===== src/rtl/nx_msg_pkg.sv =====
// Mesh message format, command encoding and address widths
package nx_msg_pkg;

    // Mesh coordinate widths
    localparam int unsigned NX_ROW_W  = 4;
    localparam int unsigned NX_COL_W  = 4;

    // Register address width bounds the register count of a node
    localparam int unsigned NX_ADDR_W = 4;

    // Payload carried by every message
    localparam int unsigned NX_DATA_W = 16;

    // Message commands
    // Encoding 2'd3 is unused and is treated as a stray message
    typedef enum logic [1:0] {
        NX_CMD_WRITE    = 2'd0,
        NX_CMD_READ     = 2'd1,
        NX_CMD_RESPONSE = 2'd2
    } nx_command_t;

    // Single-flit message of 38 bits in total
    // Target first so the routing bits sit at the top of the word
    typedef struct packed {
        // Destination node
        logic [NX_ROW_W-1:0]  tgt_row;
        logic [NX_COL_W-1:0]  tgt_col;
        // Originating node used as the return address of a read
        logic [NX_ROW_W-1:0]  src_row;
        logic [NX_COL_W-1:0]  src_col;
        // Operation requested at the destination
        nx_command_t          command;
        // Register address and payload
        logic [NX_ADDR_W-1:0] addr;
        logic [NX_DATA_W-1:0] data;
    } nx_message_t;

endpackage


===== src/rtl/nx_node_pkg.sv =====
// Node-internal types for routing, register access and egress arbitration
package nx_node_pkg;

    // Where the decoder sends the message at the FIFO head
    typedef enum logic [1:0] {
        ROUTE_FORWARD = 2'd0,  // target is another node
        ROUTE_WRITE   = 2'd1,  // local register write
        ROUTE_READ    = 2'd2,  // local register read
        ROUTE_DROP    = 2'd3   // response or unknown command for this node
    } nx_route_t;

    // 29-bit request from the decoder to the register file
    typedef struct packed {
        // High for a write, low for a read
        logic                             write;
        logic [nx_msg_pkg::NX_ADDR_W-1:0] addr;
        logic [nx_msg_pkg::NX_DATA_W-1:0] data;
        // Source of the request where the response goes back
        logic [nx_msg_pkg::NX_ROW_W-1:0]  ret_row;
        logic [nx_msg_pkg::NX_COL_W-1:0]  ret_col;
    } nx_reg_req_t;

    // Last source granted into the egress register
    typedef enum logic {
        EGRESS_FORWARD  = 1'b0,
        EGRESS_RESPONSE = 1'b1
    } nx_egress_src_t;

endpackage


===== src/rtl/nx_fifo.sv =====
// Synchronous circular-buffer FIFO with level, empty and full status
`timescale 1ns/10ps

module nx_fifo #(
      parameter int unsigned DEPTH    = 2      // Number of entries
    , parameter int unsigned WIDTH    = 32     // Bits per entry
    , parameter int unsigned FULL_LVL = DEPTH  // Level that raises full_o
) (
      input  logic                             clk_i
    , input  logic                             rst_i
    // Write side
    , input  logic [WIDTH-1:0]                 wr_data_i
    , input  logic                             wr_push_i
    // Read side
    , output logic [WIDTH-1:0]                 rd_data_o
    , input  logic                             rd_pop_i
    // Status
    , output logic [$clog2(DEPTH + 1)-1:0]     level_o
    , output logic                             empty_o
    , output logic                             full_o
);

    // Pointer needs at least one bit even for a single entry
    localparam int unsigned PTR_W = (DEPTH > 1) ? $clog2(DEPTH) : 1;
    // Level counts 0..DEPTH inclusive
    localparam int unsigned LVL_W = $clog2(DEPTH + 1);

    logic [WIDTH-1:0] mem_q [DEPTH];
    logic [PTR_W-1:0] wr_ptr_q;
    logic [PTR_W-1:0] rd_ptr_q;
    logic [LVL_W-1:0] level_q;
    logic             truly_full;
    logic             push_ok;
    logic             pop_ok;

    assign rd_data_o  = mem_q[rd_ptr_q];
    assign level_o    = level_q;
    assign empty_o    = (level_q == '0);
    assign full_o     = (level_q >= LVL_W'(FULL_LVL));
    assign truly_full = (level_q == LVL_W'(DEPTH));

    // Push goes in when there is room, or when the head leaves this cycle
    assign push_ok = wr_push_i && (!truly_full || rd_pop_i);
    // Pop on an empty FIFO is ignored
    assign pop_ok  = rd_pop_i && !empty_o;

    // Pointers and occupancy
    always_ff @(posedge clk_i or posedge rst_i) begin
        if (rst_i) begin
            wr_ptr_q <= '0;
            rd_ptr_q <= '0;
            level_q  <= '0;
        end else begin
            // Explicit wrap as DEPTH need not be a power of two
            if (push_ok) begin
                wr_ptr_q <= (wr_ptr_q == PTR_W'(DEPTH - 1)) ? '0 : wr_ptr_q + 1'b1;
            end
            if (pop_ok) begin
                rd_ptr_q <= (rd_ptr_q == PTR_W'(DEPTH - 1)) ? '0 : rd_ptr_q + 1'b1;
            end
            // Simultaneous push and pop leaves the level unchanged
            case ({push_ok, pop_ok})
                2'b10:   level_q <= level_q + 1'b1;
                2'b01:   level_q <= level_q - 1'b1;
                default: level_q <= level_q;
            endcase
        end
    end

    // Storage
    always_ff @(posedge clk_i) begin
        if (push_ok) begin
            mem_q[wr_ptr_q] <= wr_data_i;
        end
    end

    // Occupancy stays within the storage over any push/pop history
    a_level_bound: assert property (@(posedge clk_i) disable iff (rst_i)
        level_q <= LVL_W'(DEPTH))
        else $error("nx_fifo: level exceeds depth");

    // Consumer must look at empty_o before popping
    a_no_pop_empty: assert property (@(posedge clk_i) disable iff (rst_i)
        rd_pop_i |-> !empty_o)
        else $error("nx_fifo: pop requested while empty");

endmodule


===== src/rtl/nx_msg_decoder.sv =====
// Classifies the inbound FIFO head and pops it once its destination can accept it
`timescale 1ns/10ps

module nx_msg_decoder #(
      parameter logic [nx_msg_pkg::NX_ROW_W-1:0] ROW = '0
    , parameter logic [nx_msg_pkg::NX_COL_W-1:0] COL = '0
) (
      input  logic                     clk_i
    , input  logic                     rst_i
    // FIFO head
    , input  nx_msg_pkg::nx_message_t  head_i
    , input  logic                     empty_i
    , output logic                     pop_o
    // Forward path towards the egress arbiter
    , output logic                     fwd_req_o
    , output nx_msg_pkg::nx_message_t  fwd_msg_o
    , input  logic                     fwd_ready_i
    // Register file path
    , output logic                     reg_req_o
    , output nx_node_pkg::nx_reg_req_t reg_op_o
    , input  logic                     resp_pending_i
    // Stray response indication
    , output logic                     dropped_o
);

    nx_node_pkg::nx_route_t route;
    logic                   is_local;
    logic                   dest_ready;
    logic                   dropped_q;

    // Message belongs here when both coordinates match
    assign is_local = (head_i.tgt_row == ROW) && (head_i.tgt_col == COL);

    // Route selection from target and command
    always_comb begin
        if (!is_local) begin
            route = nx_node_pkg::ROUTE_FORWARD;
        end else begin
            case (head_i.command)
                nx_msg_pkg::NX_CMD_WRITE: route = nx_node_pkg::ROUTE_WRITE;
                nx_msg_pkg::NX_CMD_READ:  route = nx_node_pkg::ROUTE_READ;
                // Responses have no local consumer
                default:                  route = nx_node_pkg::ROUTE_DROP;
            endcase
        end
    end

    // Readiness of the chosen destination
    always_comb begin
        case (route)
            nx_node_pkg::ROUTE_FORWARD: dest_ready = fwd_ready_i;
            // Only one response can be held, so a read waits for it to leave
            nx_node_pkg::ROUTE_READ:    dest_ready = !resp_pending_i;
            // Writes and drops always complete at once
            default:                    dest_ready = 1'b1;
        endcase
    end

    assign pop_o = !empty_i && dest_ready;

    // Forward request is independent of readiness
    assign fwd_req_o = !empty_i && (route == nx_node_pkg::ROUTE_FORWARD);
    assign fwd_msg_o = head_i;

    // Register request fires only on the popping cycle
    assign reg_req_o = pop_o && ((route == nx_node_pkg::ROUTE_WRITE) ||
                                 (route == nx_node_pkg::ROUTE_READ));

    always_comb begin
        reg_op_o.write   = (route == nx_node_pkg::ROUTE_WRITE);
        reg_op_o.addr    = head_i.addr;
        reg_op_o.data    = head_i.data;
        // Reply goes back to whoever asked
        reg_op_o.ret_row = head_i.src_row;
        reg_op_o.ret_col = head_i.src_col;
    end

    // One-cycle pulse after each dropped message
    always_ff @(posedge clk_i or posedge rst_i) begin
        if (rst_i) begin
            dropped_q <= 1'b0;
        end else begin
            dropped_q <= pop_o && (route == nx_node_pkg::ROUTE_DROP);
        end
    end

    assign dropped_o = dropped_q;

    // A waiting head stays in place and unchanged until it is popped
    a_head_held: assert property (@(posedge clk_i) disable iff (rst_i)
        (!empty_i && !pop_o) |=> (!empty_i && $stable(head_i)))
        else $error("nx_msg_decoder: FIFO head changed without a pop");

endmodule


===== src/rtl/nx_node_regs.sv =====
// Local register file executing writes and building read responses
`timescale 1ns/10ps

module nx_node_regs #(
      parameter logic [nx_msg_pkg::NX_ROW_W-1:0] ROW       = '0
    , parameter logic [nx_msg_pkg::NX_COL_W-1:0] COL       = '0
    , parameter int unsigned                     REG_COUNT = 16
) (
      input  logic                     clk_i
    , input  logic                     rst_i
    // Request from the decoder
    , input  logic                     req_i
    , input  nx_node_pkg::nx_reg_req_t req_op_i
    // Response towards the egress arbiter
    , output logic                     resp_pending_o
    , output nx_msg_pkg::nx_message_t  resp_msg_o
    , input  logic                     resp_grant_i
);

    logic [nx_msg_pkg::NX_DATA_W-1:0] regs_q [REG_COUNT];
    logic                             resp_pending_q;
    nx_msg_pkg::nx_message_t          resp_msg_q;
    logic                             addr_ok;
    logic [nx_msg_pkg::NX_DATA_W-1:0] rd_data;

    // Addresses beyond the array are ignored and read as zero
    assign addr_ok = (32'(req_op_i.addr) < REG_COUNT);
    assign rd_data = addr_ok ? regs_q[req_op_i.addr] : '0;

    // Register array cleared by reset
    always_ff @(posedge clk_i or posedge rst_i) begin
        if (rst_i) begin
            for (int i = 0; i < int'(REG_COUNT); i++) begin
                regs_q[i] <= '0;
            end
        end else if (req_i && req_op_i.write && addr_ok) begin
            regs_q[req_op_i.addr] <= req_op_i.data;
        end
    end

    // Pending flag set by a read and cleared once the arbiter takes it
    always_ff @(posedge clk_i or posedge rst_i) begin
        if (rst_i) begin
            resp_pending_q <= 1'b0;
        end else if (req_i && !req_op_i.write) begin
            resp_pending_q <= 1'b1;
        end else if (resp_grant_i) begin
            resp_pending_q <= 1'b0;
        end
    end

    // Response payload captured on the read
    always_ff @(posedge clk_i) begin
        if (req_i && !req_op_i.write) begin
            resp_msg_q.tgt_row <= req_op_i.ret_row;
            resp_msg_q.tgt_col <= req_op_i.ret_col;
            resp_msg_q.src_row <= ROW;
            resp_msg_q.src_col <= COL;
            resp_msg_q.command <= nx_msg_pkg::NX_CMD_RESPONSE;
            resp_msg_q.addr    <= req_op_i.addr;
            resp_msg_q.data    <= rd_data;
        end
    end

    assign resp_pending_o = resp_pending_q;
    assign resp_msg_o     = resp_msg_q;

    // Decoder holds reads back while the single response slot is busy
    a_no_read_overrun: assert property (@(posedge clk_i) disable iff (rst_i)
        (req_i && !req_op_i.write) |-> !resp_pending_q)
        else $error("nx_node_regs: read arrived with a response pending");

endmodule


===== src/rtl/nx_egress_arb.sv =====
// Round-robin merge of forwarded and response messages into a stallable output register
`timescale 1ns/10ps

module nx_egress_arb (
      input  logic                    clk_i
    , input  logic                    rst_i
    // Forwarded traffic from the decoder
    , input  logic                    fwd_req_i
    , input  nx_msg_pkg::nx_message_t fwd_msg_i
    , output logic                    fwd_ready_o
    // Read responses from the register file
    , input  logic                    resp_pending_i
    , input  nx_msg_pkg::nx_message_t resp_msg_i
    , output logic                    resp_grant_o
    // Outbound port
    , output logic                    out_valid_o
    , output nx_msg_pkg::nx_message_t out_msg_o
    , input  logic                    out_stall_i
);

    nx_node_pkg::nx_egress_src_t last_q;
    logic                        out_valid_q;
    nx_msg_pkg::nx_message_t     out_msg_q;
    logic                        can_load;
    logic                        fwd_take;

    // Output slot is free when empty or delivered this cycle
    assign can_load = !out_valid_q || !out_stall_i;

    // Response wins when alone, or when forward went last
    assign resp_grant_o = can_load && resp_pending_i &&
                          (!fwd_req_i || (last_q == nx_node_pkg::EGRESS_FORWARD));

    assign fwd_ready_o = can_load && !resp_grant_o;
    assign fwd_take    = fwd_req_i && fwd_ready_o;

    // Valid flag and last-granted source
    always_ff @(posedge clk_i or posedge rst_i) begin
        if (rst_i) begin
            out_valid_q <= 1'b0;
            last_q      <= nx_node_pkg::EGRESS_FORWARD;
        end else if (can_load) begin
            out_valid_q <= resp_grant_o || fwd_take;
            if (resp_grant_o) begin
                last_q <= nx_node_pkg::EGRESS_RESPONSE;
            end else if (fwd_take) begin
                last_q <= nx_node_pkg::EGRESS_FORWARD;
            end
        end
    end

    // Output payload held whenever nothing is granted
    always_ff @(posedge clk_i) begin
        if (resp_grant_o) begin
            out_msg_q <= resp_msg_i;
        end else if (fwd_take) begin
            out_msg_q <= fwd_msg_i;
        end
    end

    assign out_valid_o = out_valid_q;
    assign out_msg_o   = out_msg_q;

    // Stalled message stays put until delivered
    a_stall_hold: assert property (@(posedge clk_i) disable iff (rst_i)
        (out_valid_o && out_stall_i) |=> (out_valid_o && $stable(out_msg_o)))
        else $error("nx_egress_arb: output changed while stalled");

endmodule


===== src/rtl/nx_node.sv =====
// Mesh node top level with inbound FIFO, decoder, register file and egress arbiter
`timescale 1ns/10ps

module nx_node #(
      parameter logic [nx_msg_pkg::NX_ROW_W-1:0] ROW       = '0
    , parameter logic [nx_msg_pkg::NX_COL_W-1:0] COL       = '0
    , parameter int unsigned                     IN_DEPTH  = 4
    , parameter int unsigned                     REG_COUNT = 16
) (
      input  logic                    clk_i
    , input  logic                    rst_i
    // Inbound port with plain push strobe and full level
    , input  logic                    in_push_i
    , input  nx_msg_pkg::nx_message_t in_msg_i
    , output logic                    in_full_o
    // Outbound port with valid and stall
    , output logic                    out_valid_o
    , output nx_msg_pkg::nx_message_t out_msg_o
    , input  logic                    out_stall_i
    // Stray response seen
    , output logic                    dropped_o
);

    // FIFO head towards the decoder
    nx_msg_pkg::nx_message_t  fifo_head;
    logic                     fifo_empty;
    logic                     fifo_pop;
    // Forward path
    logic                     fwd_req;
    nx_msg_pkg::nx_message_t  fwd_msg;
    logic                     fwd_ready;
    // Register path
    logic                     reg_req;
    nx_node_pkg::nx_reg_req_t reg_op;
    // Response path
    logic                     resp_pending;
    nx_msg_pkg::nx_message_t  resp_msg;
    logic                     resp_grant;

    // Inbound buffer that is full only when every entry is taken
    nx_fifo #(
          .DEPTH    (IN_DEPTH)
        , .WIDTH    ($bits(nx_msg_pkg::nx_message_t))
        , .FULL_LVL (IN_DEPTH)
    ) fifo_i (
          .clk_i     (clk_i)
        , .rst_i     (rst_i)
        , .wr_data_i (in_msg_i)
        , .wr_push_i (in_push_i)
        , .rd_data_o (fifo_head)
        , .rd_pop_i  (fifo_pop)
        , .level_o   ()
        , .empty_o   (fifo_empty)
        , .full_o    (in_full_o)
    );

    nx_msg_decoder #(
          .ROW (ROW)
        , .COL (COL)
    ) decoder_i (
          .clk_i          (clk_i)
        , .rst_i          (rst_i)
        , .head_i         (fifo_head)
        , .empty_i        (fifo_empty)
        , .pop_o          (fifo_pop)
        , .fwd_req_o      (fwd_req)
        , .fwd_msg_o      (fwd_msg)
        , .fwd_ready_i    (fwd_ready)
        , .reg_req_o      (reg_req)
        , .reg_op_o       (reg_op)
        , .resp_pending_i (resp_pending)
        , .dropped_o      (dropped_o)
    );

    nx_node_regs #(
          .ROW       (ROW)
        , .COL       (COL)
        , .REG_COUNT (REG_COUNT)
    ) regs_i (
          .clk_i          (clk_i)
        , .rst_i          (rst_i)
        , .req_i          (reg_req)
        , .req_op_i       (reg_op)
        , .resp_pending_o (resp_pending)
        , .resp_msg_o     (resp_msg)
        , .resp_grant_i   (resp_grant)
    );

    // Single outbound port shared by forwards and responses
    nx_egress_arb egress_i (
          .clk_i          (clk_i)
        , .rst_i          (rst_i)
        , .fwd_req_i      (fwd_req)
        , .fwd_msg_i      (fwd_msg)
        , .fwd_ready_o    (fwd_ready)
        , .resp_pending_i (resp_pending)
        , .resp_msg_i     (resp_msg)
        , .resp_grant_o   (resp_grant)
        , .out_valid_o    (out_valid_o)
        , .out_msg_o      (out_msg_o)
        , .out_stall_i    (out_stall_i)
    );

endmodule


===== config.mk =====
export PLATFORM = sky130hd
export DESIGN_NAME = nx_node
export DESIGN_NICKNAME = d
export VERILOG_FILES = /design/src/rtl/nx_msg_pkg.sv /design/src/rtl/nx_node_pkg.sv /design/src/rtl/nx_fifo.sv /design/src/rtl/nx_msg_decoder.sv /design/src/rtl/nx_node_regs.sv /design/src/rtl/nx_egress_arb.sv /design/src/rtl/nx_node.sv
export SDC_FILE = /design/constraint.sdc
export NUM_CORES = 1
export LEC_CHECK = 0
export BUFFER_PORTS_ARGS = -buffer_cell sky130_fd_sc_hd__buf_2
export CAP_MARGIN = 15
export CORE_ASPECT_RATIO = 1.5
export CORE_MARGIN = 1.5
export CORE_UTILIZATION = 33
export CTS_CLUSTER_DIAMETER = 200
export DETAILED_ROUTE_END_ITERATION = 16
export GPL_TIMING_DRIVEN = 1
export REMOVE_ABC_BUFFERS = 1
export SYNTH_ARGS = -nofsm -noshare
export SYNTH_HDL_FRONTEND = slang
export SYNTH_SLANG_ARGS = --single-unit

===== constraint.sdc =====
create_clock -name clk_i -period 17.8 [get_ports clk_i]
set_input_delay 1.78 -clock clk_i [delete_from_list [all_inputs] [get_ports clk_i]]
set_output_delay 1.78 -clock clk_i [all_outputs]
set_load 0.02 [all_outputs]

Yosys cells after proc, flatten, opt, wreduce, memory -nomap -nowiden
Memories as Yosys holds them, arrays and structs flattened.
Cells that the tools add are included.
Cells by class
  add/sub/neg operators: 4
  order comparisons: 3
  equal/unequal tests: 9
  muxes and demuxes: 20
  bitwise logic cells: 2
  reductions and logical operators: 36
Operators by type and width (count)
  256-bit bitwise mux: 1
  38-bit 2-to-1 mux: 2
  16-bit binary-select mux with 4-bit select: 1
  16-bit demux with 4-bit select: 1
  16-bit 2-to-1 mux: 3
  1-bit logical AND: 14
  2-bit == test (second input constant): 5
  1-bit logical NOT: 8
  4-bit logical NOT: 2
  2-bit by 1-bit == test with 1-bit output (second input constant): 3
  1-bit 2-to-1 mux: 6
  2-bit 2-to-1 mux: 3
  3-bit case mux with 2 select lines: 1
  2-bit nonzero test: 3
  5-bit >= comparator (second input constant): 1
  1-bit logical OR: 5
  5-bit by 1-bit < comparator with 1-bit output (second input constant): 1
  4-bit NOT with 5-bit output: 1
  2-bit by 1-bit adder with 2-bit output (second input constant): 2
  2-bit logical NOT: 2
  2-bit case mux with 2 select lines: 1
  3-bit by 1-bit adder with 3-bit output (second input constant): 1
  3-bit == test (second input constant): 1
  3-bit >= comparator (second input constant): 1
  other kinds (5): 5
Word-level totals
  register bits after elaboration: 333
  bits in writable memories: 152
  input bits: 42
  logic and storage cells: 109
  memories: 1
Memories
  fifo_i.mem_q: depth 4, width 38, rd ports 1, clocked after memory_dff 0, wr ports 1, RTL line nx_fifo.sv:28  | logic [WIDTH-1:0] mem_q [DEPTH];

Logic depth before layout (Yosys ltp)
Gate-level depths: netlist of run 1.
An unclocked memory read counts as a cell.
  depth in word-level cells: 17
  mapped depth: 21

By module
From an unflattened synthesis of run 1, not the netlist that was laid out.
Second synthesis, totals
  cells, all modules: 1171
  area, all modules: 21199.1 µm²
By module, submodules not included
  nx_node_regs: times used 1, cells an instance 752, area an instance 12847.3 µm², seq. area each 7272.0 µm²
  nx_fifo: times used 1, cells an instance 241, area an instance 5926.9 µm², seq. area each 4739.5 µm²
  nx_egress_arb: times used 1, cells an instance 89, area an instance 1725.4 µm², seq. area each 1191.1 µm²
  nx_msg_decoder: times used 1, cells an instance 89, area an instance 699.4 µm², seq. area each 25.0 µm²

Worst setup path before layout of run 1
Ideal clock, no wire load.
  kind: register to register
  start point: reg fifo_i.rd_ptr_q[1]
  end point: mem fifo_i.mem_q[3][0] in the netlist's numbering (enable)
  setup time: 399 ps
  arrival time: 4180 ps
  path slack: 13221 ps
  cell stages (with the launch flop): 13
  path buffers: 3
  clock period less this slack: 4579 ps
  cell sequence: dfrtp_1 -> clkbuf_1 -> mux4_2 -> or4_4 -> or3_1 -> inv_1 -> ha_1 -> a21oi_1 -> o32a_1 -> buf_6 -> buf_6 -> a41oi_1 -> and2_1
On the way
  word-level cells in the longest chain between the ends: 17
  elaborated cells on any way between the ends: 22
  classes of those cells: eq/ne (2); mux (5); reduce/logical (14); memory (1)
RTL lines
  from (decl): RTL line nx_fifo.sv:30  | logic [PTR_W-1:0] rd_ptr_q;
  from (signal assigned): RTL line nx_fifo.sv:59  | rd_ptr_q <= (rd_ptr_q == PTR_W'(DEPTH - 1)) ? '0 : rd_ptr_q + 1'b1;
  memory read 4 x 38 bit *
  2-bit by 1-bit == test with 1-bit output, or another cell as far along: RTL line nx_msg_decoder.sv:39  | case (head_i.command)
  2-bit case mux with 2 select lines / 1-bit logical AND (equally long branches): RTL line nx_msg_decoder.sv:39, nx_msg_decoder.sv:32
  2-bit 2-to-1 mux *: RTL line nx_msg_decoder.sv:36  | if (!is_local) begin
  2-bit logical NOT: RTL line nx_msg_decoder.sv:50, nx_msg_decoder.sv:62
  1-bit logical AND: RTL line nx_msg_decoder.sv:62  | assign fwd_req_o = !empty_i && (route == nx_node_pkg::ROUTE_FORWARD);
  1-bit logical NOT: RTL line nx_egress_arb.sv:32  | (!fwd_req_i || (last_q == nx_node_pkg::EGRESS_FORWARD));
  1-bit logical OR: RTL line nx_egress_arb.sv:32
  1-bit logical AND: RTL line nx_egress_arb.sv:31  | assign resp_grant_o = can_load && resp_pending_i &&
  1-bit logical NOT: RTL line nx_egress_arb.sv:34  | assign fwd_ready_o = can_load && !resp_grant_o;
  1-bit logical AND: RTL line nx_egress_arb.sv:34
  1-bit case mux with 2 select lines *: RTL line nx_msg_decoder.sv:50  | case (route)
  1-bit logical AND *: RTL line nx_msg_decoder.sv:59  | assign pop_o = !empty_i && dest_ready;
  1-bit logical OR *: RTL line nx_fifo.sv:43  | assign push_ok = wr_push_i && (!truly_full || rd_pop_i);
  1-bit logical AND *: RTL line nx_fifo.sv:43
  1-bit 2-to-1 mux *: RTL line nx_fifo.sv:72  | if (push_ok) begin
  1-bit 2-to-1 mux (not written as such) *: RTL line nx_fifo.sv:73  | mem_q[wr_ptr_q] <= wr_data_i;
  to (decl): RTL line nx_fifo.sv:28
Mark *: on every way between the ends. The rest lies on a longest branch, timed or not.

Worst setup path after layout of run 1
  start point: reg fifo_i.rd_ptr_q[0]
  end point: reg regs_i.regs_q[239] in the netlist's numbering
On the way
  word-level cells in the longest chain between the ends: 15
  elaborated cells on any way between the ends: 29
  classes of those cells: order compare (2); eq/ne (3); mux (6); bitwise (1); reduce/logical (16); memory (1)
RTL lines
  memory read 4 x 38 bit *
  2-bit by 1-bit == test with 1-bit output, or another cell as far along: RTL line nx_msg_decoder.sv:39
  2-bit case mux with 2 select lines / 1-bit logical AND (equally long branches): RTL line nx_msg_decoder.sv:39, nx_msg_decoder.sv:32
  2-bit 2-to-1 mux: RTL line nx_msg_decoder.sv:36
  2-bit logical NOT: RTL line nx_msg_decoder.sv:50, nx_msg_decoder.sv:62
  1-bit logical AND: RTL line nx_msg_decoder.sv:62
  1-bit logical NOT: RTL line nx_egress_arb.sv:32
  1-bit logical OR: RTL line nx_egress_arb.sv:32
  1-bit logical AND: RTL line nx_egress_arb.sv:31
  1-bit logical NOT: RTL line nx_egress_arb.sv:34
  1-bit logical AND: RTL line nx_egress_arb.sv:34
  1-bit case mux with 2 select lines: RTL line nx_msg_decoder.sv:50
  1-bit logical AND: RTL line nx_msg_decoder.sv:59
  1-bit logical AND: RTL line nx_msg_decoder.sv:66  | assign reg_req_o = pop_o && ((route == nx_node_pkg::ROUTE_WRITE) ||
  1-bit logical AND: RTL line nx_node_regs.sv:36  | end else if (req_i && req_op_i.write && addr_ok) begin
  to (signal, indexed assignment): RTL line nx_node_regs.sv:37  | regs_q[req_op_i.addr] <= req_op_i.data;
  to (decl): RTL line nx_node_regs.sv:20  | logic [nx_msg_pkg::NX_DATA_W-1:0] regs_q [REG_COUNT];
Marks and branches as above.
A chain may end at the register's enable or synchronous reset.

==> impl_metrics.toml, run 1 <==
[floorplanning]
start_util = 0.334
core_area_um2 = 61200
die-area_um2 = 63500
pin_count = 83
fp.dieW_um = 206
die_height_um = 308
num_rows = 111

[detailed_routing]
met2_length_um = 24000
via_per_inst = 5.02
wl_met1_um = 18000
top_layer = "met4"
dr.pass1.iters = 4
detailroute.wirelength.met3_um = 1710
ant_nets = 0
first_iter_violations = 491
vias = 9950
drt-total-wl_um = 44500
drc = 0
wire_per_inst_um = 22.5

[sta]
finClkSkew_ns = 0.0158
fin_tns_setup_ns = 0
worstMarginPinSlew_ns = 1.19
timing.final.crit_share = 0.352
finalSetupViolations = 0
holdWs_ns = 0.482
drv_slew = 0
slew_headroom = 0.202
period_minus_slack_ns = 6.27
fmax_ghz = 0.160
rsz0062_at_grt = "no"
hold_viol = 0

[clock_network]
htreeDepth = 2
cts_hold_buf = 0
cts_tree = "built"
cts.sinks = 485
ctsRootBufferMaster = "clkbuf_16"
cts_resized = 0
cts_buffers = 45
post_cts_buffers = 0
worstSkewPairLatency_ns = 0.55
clk_pin_slew_ns = 0.06
cts_buffer_depth = 3

[critical_path]
crit_type = "reg2reg"
cp_max_fo = 27
cp-start-kind = "flip-flop"
cp.required_ns = 18.23
arrival_ns = 6.70
cp-end-kind = "flip-flop"

[grt]
grt_max_degree = 135
grt_pass1_wl_um = 68300
grt_overflow_total = 0
antenna_found_initial = 0
first_global_vias = 10900
track_usage = 0.144

[yosys]
synth_common_cells = "dfrtp_1 (267), mux2_2 (258), edfxtp_1 (218)"
yosysMostFrequentCell = "dfrtp_1"
synth_area_leader_cell = "dfrtp_1"
synth-edff-count = 218
yosysWarnings = 0
synthArstFlopShare = 0.551
syn_inst = 1074
synth.avg_cell_area_um2 = 19.0
netlist_top_cells_area = "dfrtp_1 (33%), edfxtp_1 (32%), mux2_2 (14%)"
synth_top_cell_area_share = 0.327
ys_ff_latch = 485
synth_cell_types = 44
synth-main-ff-cell = "dfrtp_1"
syn_area_um2 = 20400
ys_seq_area_frac = 0.647

[run]
max_cap_violations = 0

[place]
dp_hpwl_um = 26400
placedCellCount = 1901
gp_congestion = 0.719
port_buffers = 82

[power_and_ir_drop]
powerDensity_nw_per_um2 = 141
leakage_nw = 9.67
peakVddDrop_mv = 0.124

[final_layout]
area_delta_synth_final_pct = 13.1
final_nets = 1210
final_util = 0.378
stdcell_count = 1984
drive_above_1_share = 0.496

[run_status]
status = "finished clean"

[worst_hold_path]
worst_hold_path_type = "reg2reg"
==> layout by cell type, fill, tap and decap left out, drive strengths merged, types with 5 or more instances in the layout <==
master / instances
nor3: 7
inv: 14
ha: 10
nand2: 10
buf: 109
clkinv: 15
dfrtp: 267
nor2: 12
mux2: 292
mux4: 118
nor2b: 10
and2: 5
nor4b: 6
clkbuf: 59
edfxtp: 218
==> cell type report <==
class / count / area (µm²)
multi-input cells: 504 / 6850
repair buffers: 109 / 613
fillers: 5592 / 38100
inverters: 12 / 52.6
clock buffers: 59 / 1180
well taps: 791 / 990
diodes: 2 / 5.00
flip-flops and latches: 485 / 13200
clock inverters: 22 / 209
==> metal layers <==
metal | track usage | vias to the layer above
met5 | 0 | -
met4 | 0.0386 | 0
met3 | 0.0200 | 54
met2 | 0.264 | 163
met1 | 0.176 | 5411
li1 | - | 4322
==> flip-flops by register name (all words and copies together), names as in the netlist <==
name	flops
decoder_i.dropped_o	1
egress_i.last_q	1
egress_i.out_msg_o	38
egress_i.out_valid_o	1
fifo_i.level_o	3
fifo_i.mem_q	152
fifo_i.rd_ptr_q	2
fifo_i.wr_ptr_q	2
regs_i.regs_q	256
regs_i.resp_msg_o	28
regs_i.resp_pending_o	1
==> where the power goes <==
| part | internal, mW | switching [mW] | leakage (nW) | total (mW) |
|---|---|---|---|---|
| Combinational | 0.323 | 0.594 | 3.23 | 0.918 |
| Sequential | 1.34 | 0.0582 | 5.76 | 1.40 |
| Clock | 0.525 | 0.410 | 0.679 | 0.935 |
| Total | 2.19 | 1.06 | 9.67 | 3.25 |
==> per-stage QoR <==
| step | power, mW | worst slack [ns] | instance area, µm² |
|---|---|---|---|
| CTS | 3.31 | 11.41 | 23100 |
| detailed placement | 2.37 | 11.43 | 21700 |
| finish | 3.25 | 11.53 | 23100 |
| floorplan | 2.04 | 8.67 | 20100 |
| global placement | 2.36 | 11.55 | 21700 |
| global route | 3.41 | 11.17 | 23100 |
==> kinds of logic after synthesis <==
family / synth area share
compound gates: 0.00404
xor+xnor: 0.00129
fa+ha+maj: 0.00710
buf+inv: 0.0196
flops: 0.647
mux: 0.294
simple gates: 0.0267
==> path summary, 6_finish.rpt <==
| check | start | to | slack [ns] | cells after the start |
|---|---|---|---|---|
| worst min register to register | regs_i.regs_q[8] | regs_i.regs_q[8] | 0.48 | 1 |
| max in group asynchronous | rst_i | regs_i.regs_q[104] | 14.73 | 3 |
| min in group asynchronous | rst_i | regs_i.regs_q[20] | 1.40 | 2 |
| worst min-delay path | regs_i.regs_q[8] | regs_i.regs_q[8] | 0.48 | 1 |
| worst max-delay path | fifo_i.rd_ptr_q[0] | regs_i.regs_q[239] | 11.53 | 11 |
| worst max register to register | fifo_i.rd_ptr_q[0] | regs_i.regs_q[239] | 11.53 | 11 |
==> worst max-delay path, stage by stage (launching register included) <==
cell and delay, ns:
dfrtp_2 0.78, buf_4 0.58, mux4_2 0.59, or4_1 0.63, or2_2 0.33, nor2_1 0.21
ha_1 0.24, inv_1 0.09, or3_1 0.50, or3b_2 0.60, nand3b_1 0.94, mux2_2 0.60
Power figures use the tool's default switching activity.
==> run 2, diff against run 1 <==
ABC_AREA = 1   (was not set)
clock period = 5.6 ns   (was 17.8 ns; I/O delays follow)
==> run 2 against run 1 <==
Compared with the run above:
- fmax up 44%
- global-route usage increased by 3.0 points
- synthesized area up 10%
- first-iteration DRC count increased by 120%
- largest power group is now combinational logic
- count of clock-buffer cells in the layout grew 3
- non-clock buffer count grew 24
- sequential cell count is the same
- cell area increased by 10%
- cell count grew 66%
- synthesized cell count is 120% higher
- sequential share of layout area decreased by 5.2 points
- via count up 67%
==> impl_metrics.toml, run 2 <==
[floorplanning]
start_util = 0.333
die-area_um2 = 69900
core_area_um2 = 67800
pin_count = 83
num_rows = 117
fp.dieW_um = 216
die_height_um = 323

[sta]
drv_slew = 0
timing.final.crit_share = 0.777
holdWs_ns = 0.119
layout_setup_ws_ns = 1.25
slew_headroom = 0.268
fmax_ghz = 0.230
finalSetupViolations = 0
worstMarginPinSlew_ns = 1.09
period_minus_slack_ns = 4.35
finClkSkew_ns = 0.0254
hold_viol = 0
rsz0062_at_grt = "no"

[run]
max_cap_violations = 0

[critical_path]
ff2ff_setup_slack_ns = 1.25
ff2ff_path_depth = 20
crit_type = "reg2reg"
cp_max_fo = 37
arrival_ns = 4.61
rr_startpoint = "fifo_i.rd_ptr_q[0]"
worstPathCellList = "inv_2 -> buf_4 -> nor2_1 -> nor2_1 -> o21ai_1 -> nand2_1 -> nand2_1 -> nand3_1 -> ha_1 -> nand3_1 -> nand2_1 -> nand3_1 -> nand2_1 -> inv_1 -> nand2_1 -> nand2_1 -> nand3_1 -> nand2_1 -> nor2_4 -> buf_4"
cp_slowest_cell = "nor2_4"
cp-end-kind = "flip-flop"
reg2reg_to = "fifo_i.mem_q[2][29]"
cp.required_ns = 5.86
cp-start-kind = "flip-flop"
max_stage_delay_ns = 0.62
cpMostUsedCell = "nand2_1"

[yosys]
synth_common_cells = "nand2_1 (411), nand3_1 (289), inv_1 (282)"
synth_top_cell_area_share = 0.296
synth_area_leader_cell = "dfrtp_1"
synth-edff-count = 218
yosysMostFrequentCell = "nand2_1"
ys_ff_latch = 485
netlist_top_cells_area = "dfrtp_1 (30%), edfxtp_1 (29%), o21bai_1 (8.5%)"
ys_seq_area_frac = 0.587
synthArstFlopShare = 0.551
yosysWarnings = 0
syn_inst = 2338
synth.avg_cell_area_um2 = 9.64
syn_area_um2 = 22500
synth_cell_types = 28
synth-main-ff-cell = "dfrtp_1"

[clock_network]
cts_hold_buf = 0
cts_tree = "built"
htreeDepth = 2
cts.sinks = 485
worstSkewPairLatency_ns = 0.60
cts_resized = 0
cts_buffers = 48
ctsRootBufferMaster = "clkbuf_16"
clk_pin_slew_ns = 0.06
cts_buffer_depth = 3
post_cts_buffers = 0

[grt]
grt_max_degree = 143
grt_pass1_wl_um = 95800
grt_overflow_total = 0
track_usage = 0.174
antenna_found_initial = 4
first_global_vias = 17000

[power_and_ir_drop]
p_seq_frac = 0.339
p_int_mw = 7.70
leakage_nw = 10.4
p_switching_mw = 5.56
powerDensity_nw_per_um2 = 521
pwr-share-comb = 0.402
peakVddDrop_mv = 0.398
p_sw_frac = 0.419
clock_power_share = 0.259
totalPowerFinal_mw = 13.3

[final_layout]
layout_common_cells = "nand2_1 (410), nand3_1 (289), inv_1 (281), dfrtp_1 (266), o21bai_1 (256)"
area_delta_synth_final_pct = 12.9
largest_register = "regs_i.regs_q"
drive_above_1_share = 0.110
final_nets = 2406
largest_register_ffs = 256
mostFrequentLayoutCell = "nand2_1"

[run_status]
status = "finished clean"

[detailed_routing]
detailroute.wirelength.met3_um = 2970
drc = 0
met2_length_um = 31600
dr.pass1.iters = 5
top_layer = "met5"
vias = 16600
first_iter_violations = 1093
wire_per_inst_um = 18.4
via_per_inst = 5.07
wl_met1_um = 23900
drt-total-wl_um = 60400
ant_nets = 0

[place]
dp_slack_ns = 1.23
dp_hpwl_um = 38800
gp_congestion = 0.835
port_buffers = 82

[worst_hold_path]
worst_hold_path_type = "in2async"
==> run 2: metal layers <==
| layer | up-vias | global-route usage |
|---|---|---|
| li1 | 7904 | - |
| met1 | 8153 | 0.204 |
| met2 | 456 | 0.315 |
| met3 | 125 | 0.0264 |
| met4 | 2 | 0.0705 |
| met5 | - | 0 |
==> run 2: power groups by stage <==
stage	Combinational (mW)	Sequential [mW]	Clock, mW
global route	5.77	4.53	3.64
CTS	5.32	4.51	3.51
detailed placement	5.30	4.57	0
finish	5.33	4.50	3.43
global placement	5.23	4.57	0
floorplan	2.81	4.81	0
==> run 2: critical path: cells and delay by family, from the launching register on <==
kind,cells,cell delay (ns)
AO/OA/AOI/OAI,1,0.07
adder cells (fa/ha/maj),1,0.22
buffers and inverters,4,1.30
flip-flops,1,0.41
AND/OR/NAND/NOR,14,1.96
==> run 2: kinds of logic (layout without fill, tap and decap cells) <==
| family | after synthesis | count (layout) | synth area share |
|---|---|---|---|
| flops | 485 | 485 | 0.587 |
| fa+ha+maj | 11 | 11 | 0.00644 |
| xor+xnor | 2 | 2 | 0.000777 |
| compound gates | 546 | 546 | 0.159 |
| buf+inv | 476 | 529 | 0.0872 |
| other cells | 0 | 2 | 0 |
| simple gates | 818 | 818 | 0.159 |
==> run 2: final cells by class <==
cell class                      count  area (µm²)
Multi-Input combinational cell   1377        7380
Clock buffer                       62        1330
Sequential cell                   485       13200
Antenna cell                        2        5.00
Tap cell                          892        1120
Inverter                          308        1160
Clock inverter                     26         333
Fill cell                        6690       42300
Timing Repair Buffer              133         881
==> run 2: how the worst max path moves through the flow <==
| stage | cells after the start | end | slack [ns] | from |
|---|---|---|---|---|
| floorplan | 18 | regs_i.regs_q[0] | -4.62 | fifo_i.rd_ptr_q[0] |
| CTS | 20 | fifo_i.mem_q[2][7] | 1.20 | fifo_i.rd_ptr_q[0] |
| detailed placement | 20 | fifo_i.mem_q[2][13] | 1.23 | fifo_i.rd_ptr_q[0] |
| global placement | 20 | fifo_i.mem_q[2][28] | 1.36 | fifo_i.rd_ptr_q[0] |
| global route | 20 | fifo_i.mem_q[2][2] | 0.82 | fifo_i.rd_ptr_q[0] |
| finish | 20 | fifo_i.mem_q[2][29] | 1.25 | fifo_i.rd_ptr_q[0] |
==> run 2: metrics by stage <==
stage                      TNS, ns  cell area (µm²)   util  instances
after global routing             0            25400  0.375       3284
after detailed placement         0            23800  0.351       3195
after floorplan           -1866.39            21700      -       2170
final                            0            25400  0.375       3285
after CTS                        0            25400  0.375       3283
after global placement           0            23800  0.351       3195
==> run 3, diff against run 2 <==
clock period = 3.9 ns   (was 5.6 ns; I/O delays follow)
==> run 3 against run 2 <==
Compared with the run above:
- the flow now finishes with violations (negative hold slack)
- clock power up 35%
- via count is 0.47% higher
- die area unchanged
- largest power group unchanged
- setup slack worse by 0.86 ns
- total power increased by 44%
==> impl_metrics.toml, run 3 (synthesis gave the netlist of run 2 again) <==
[final_layout]
largest_register = "regs_i.regs_q"
fillCellCount = 6619
mostFrequentLayoutCell = "nand2_1"
layout_common_cells = "nand2_1 (410), nand3_1 (289), inv_1 (280), dfrtp_1 (266), o21bai_1 (256)"
final_nets = 2442
drive_above_1_share = 0.116
final_util = 0.381
largest_register_ffs = 256
stdcell_count = 3319
diodes = 0
area_delta_synth_final_pct = 14.6

[power_and_ir_drop]
totalPowerFinal_mw = 19.1
leakage_nw = 10.6
powerDensity_nw_per_um2 = 738
peakVddDrop_mv = 0.466

[critical_path]
crit_path_end = "fifo_i.level_o[2]"
cp-start-kind = "flip-flop"
ff2ff_setup_slack_ns = 0.39
ff2ff_path_depth = 24
startpoint = "fifo_i.rd_ptr_q[0]"
rr_startpoint = "fifo_i.rd_ptr_q[0]"
reg2reg_to = "fifo_i.level_o[2]"
cp-end-kind = "flip-flop"
cp_max_fo = 43
arrival_ns = 3.98
cp.required_ns = 4.37
crit_type = "reg2reg"

[grt]
first_global_vias = 17200
grt_pass1_wl_um = 96500
antenna_found_initial = 3
met2_usage = 0.325
top_usage_layer = "met2"
track_usage = 0.174
grt_max_degree = 145
grt_use_met3 = 0.0228
grtUsageMet1 = 0.203
grt_overflow_total = 0

[clock_network]
cts_buffer_depth = 3
htreeDepth = 2
cts_buffers = 48
ctsRootBufferMaster = "clkbuf_16"
cts.sinks = 485
worstSkewPairLatency_ns = 0.59
cts_tree = "built"
clk_pin_slew_ns = 0.06

[detailed_routing]
wire_per_inst_um = 18.4
first_iter_violations = 1098
via_per_inst = 5.04
ant_nets = 0
vias = 16700
dr.pass1.iters = 5
drt-total-wl_um = 60900
drc = 0

[place]
dp_slack_ns = 0.146
port_buffers = 82
placedCellCount = 3205
dp_hpwl_um = 39100
gp_congestion = 0.854

[sta]
finClkSkew_ns = 0.0267
slew_headroom = 0.366
timing.final.crit_share = 0.899
finalSetupViolations = 0
drv_slew = 0
hold_viol = 16
period_minus_slack_ns = 3.51
layout_setup_ws_ns = 0.392
fin_tns_setup_ns = 0
fmax_ghz = 0.285
holdWs_ns = -0.0788
worstMarginPinSlew_ns = 0.950

[floorplanning]
num_rows = 117
die_height_um = 323
fp.dieW_um = 216
start_util = 0.333
pin_count = 83
die-area_um2 = 69900
core_area_um2 = 67800

[worst_hold_path]
worst_hold_path_type = "in2async"

[run]
max_cap_violations = 0

[run_status]
violations = "negative hold slack"
status = "complete, but fails checks"
run 3: cell count changes in the layout (fill, tap and decap cells not counted), moves of 2 or more:
cell           before  now
buf_12              7   19
buf_4              44   49
bufinv_16           8    3
clkbuf_8            5    7
clkinv_2            8   10
clkinvlp_4          0    2
diode_2             2    0
dlygate4sd3_1       0   19
inv_6               2    0
run 3: how the worst min path moves through the flow:
| stage | start | end | slack (ns) | cells past startpoint |
|---|---|---|---|---|
| finish | rst_i | regs_i.regs_q[253] | -0.08 | 3 |
| global route | in_msg_i[33] | fifo_i.mem_q[1][33] | 0.01 | 1 |
| CTS | in_msg_i[5] | fifo_i.mem_q[3][5] | 0.002 | 1 |
| detailed placement | egress_i.last_q | egress_i.last_q | 0.47 | 2 |
| global placement | egress_i.last_q | egress_i.last_q | 0.48 | 2 |
| floorplan | egress_i.last_q | egress_i.last_q | 0.45 | 2 |
run 3: layout make-up:
cell class | instances | area (µm²) | area share
Sequential cell | 485 | 13200 | 0.512
Multi-Input combinational cell | 1377 | 7390 | 0.286
Timing Repair Buffer | 169 | 1350 | 0.0522
Clock buffer | 66 | 1380 | 0.0535
Tap cell | 892 | 1120 | 0.0432
Clock inverter | 22 | 191 | 0.00741
Inverter | 308 | 1170 | 0.0452
run 3: repair_timing:
item / 4_1_cts / 5_1_grt
buffers inserted: 0 / 7
endpoints found under the hold margin: 66 / 0
endpoints found under the setup margin: 0 / 1
hold buffers: 19 / 0
resized for setup: 0 / 6
run 3: stage by stage:
stage,hold WS (ns),instance area [µm²]
2_1_floorplan,0.448,21700
3_3_place_gp,0.479,24000
3_5_place_dp,0.471,24000
4_1_cts,0.00211,25700
5_1_grt,0.0130,25800
6_report,-0.0788,25800
run 3: report_power, final:
| part | internal, mW | switching, mW | total (mW) |
|---|---|---|---|
| Clock | 2.67 | 1.97 | 4.64 |
| Sequential | 6.27 | 0.184 | 6.45 |
| Combinational | 2.10 | 5.86 | 7.96 |
run 3: routing by layer:
| layer | vias up | part of all wire |
|---|---|---|
| li1 | 7976 | - |
| met1 | 8201 | 0.41 |
| met2 | 427 | 0.53 |
| met3 | 113 | 0.037 |
| met4 | 2 | 0.029 |
| met5 | - | 0.00023 |
run 3: critical path, cell delays in order, from the launching register on:
cell and delay, ns:
dfrtp_2 0.43, buf_4 0.15, buf_12 0.17, nand2_1 0.08, nand3_1 0.08, nand2_1 0.11
nand2_1 0.06, nor2_1 0.15, nand3_1 0.18, ha_1 0.26, nand3_1 0.09, nand2_1 0.06
nand3_1 0.07, nand2_1 0.05, inv_1 0.05, nand2_1 0.08, nand2_1 0.11, nand3_1 0.12
nand2_1 0.11, ha_1 0.14, inv_1 0.07, fa_1 0.38, a21oi_1 0.14, o21ai_0 0.11
xor2_1 0.15
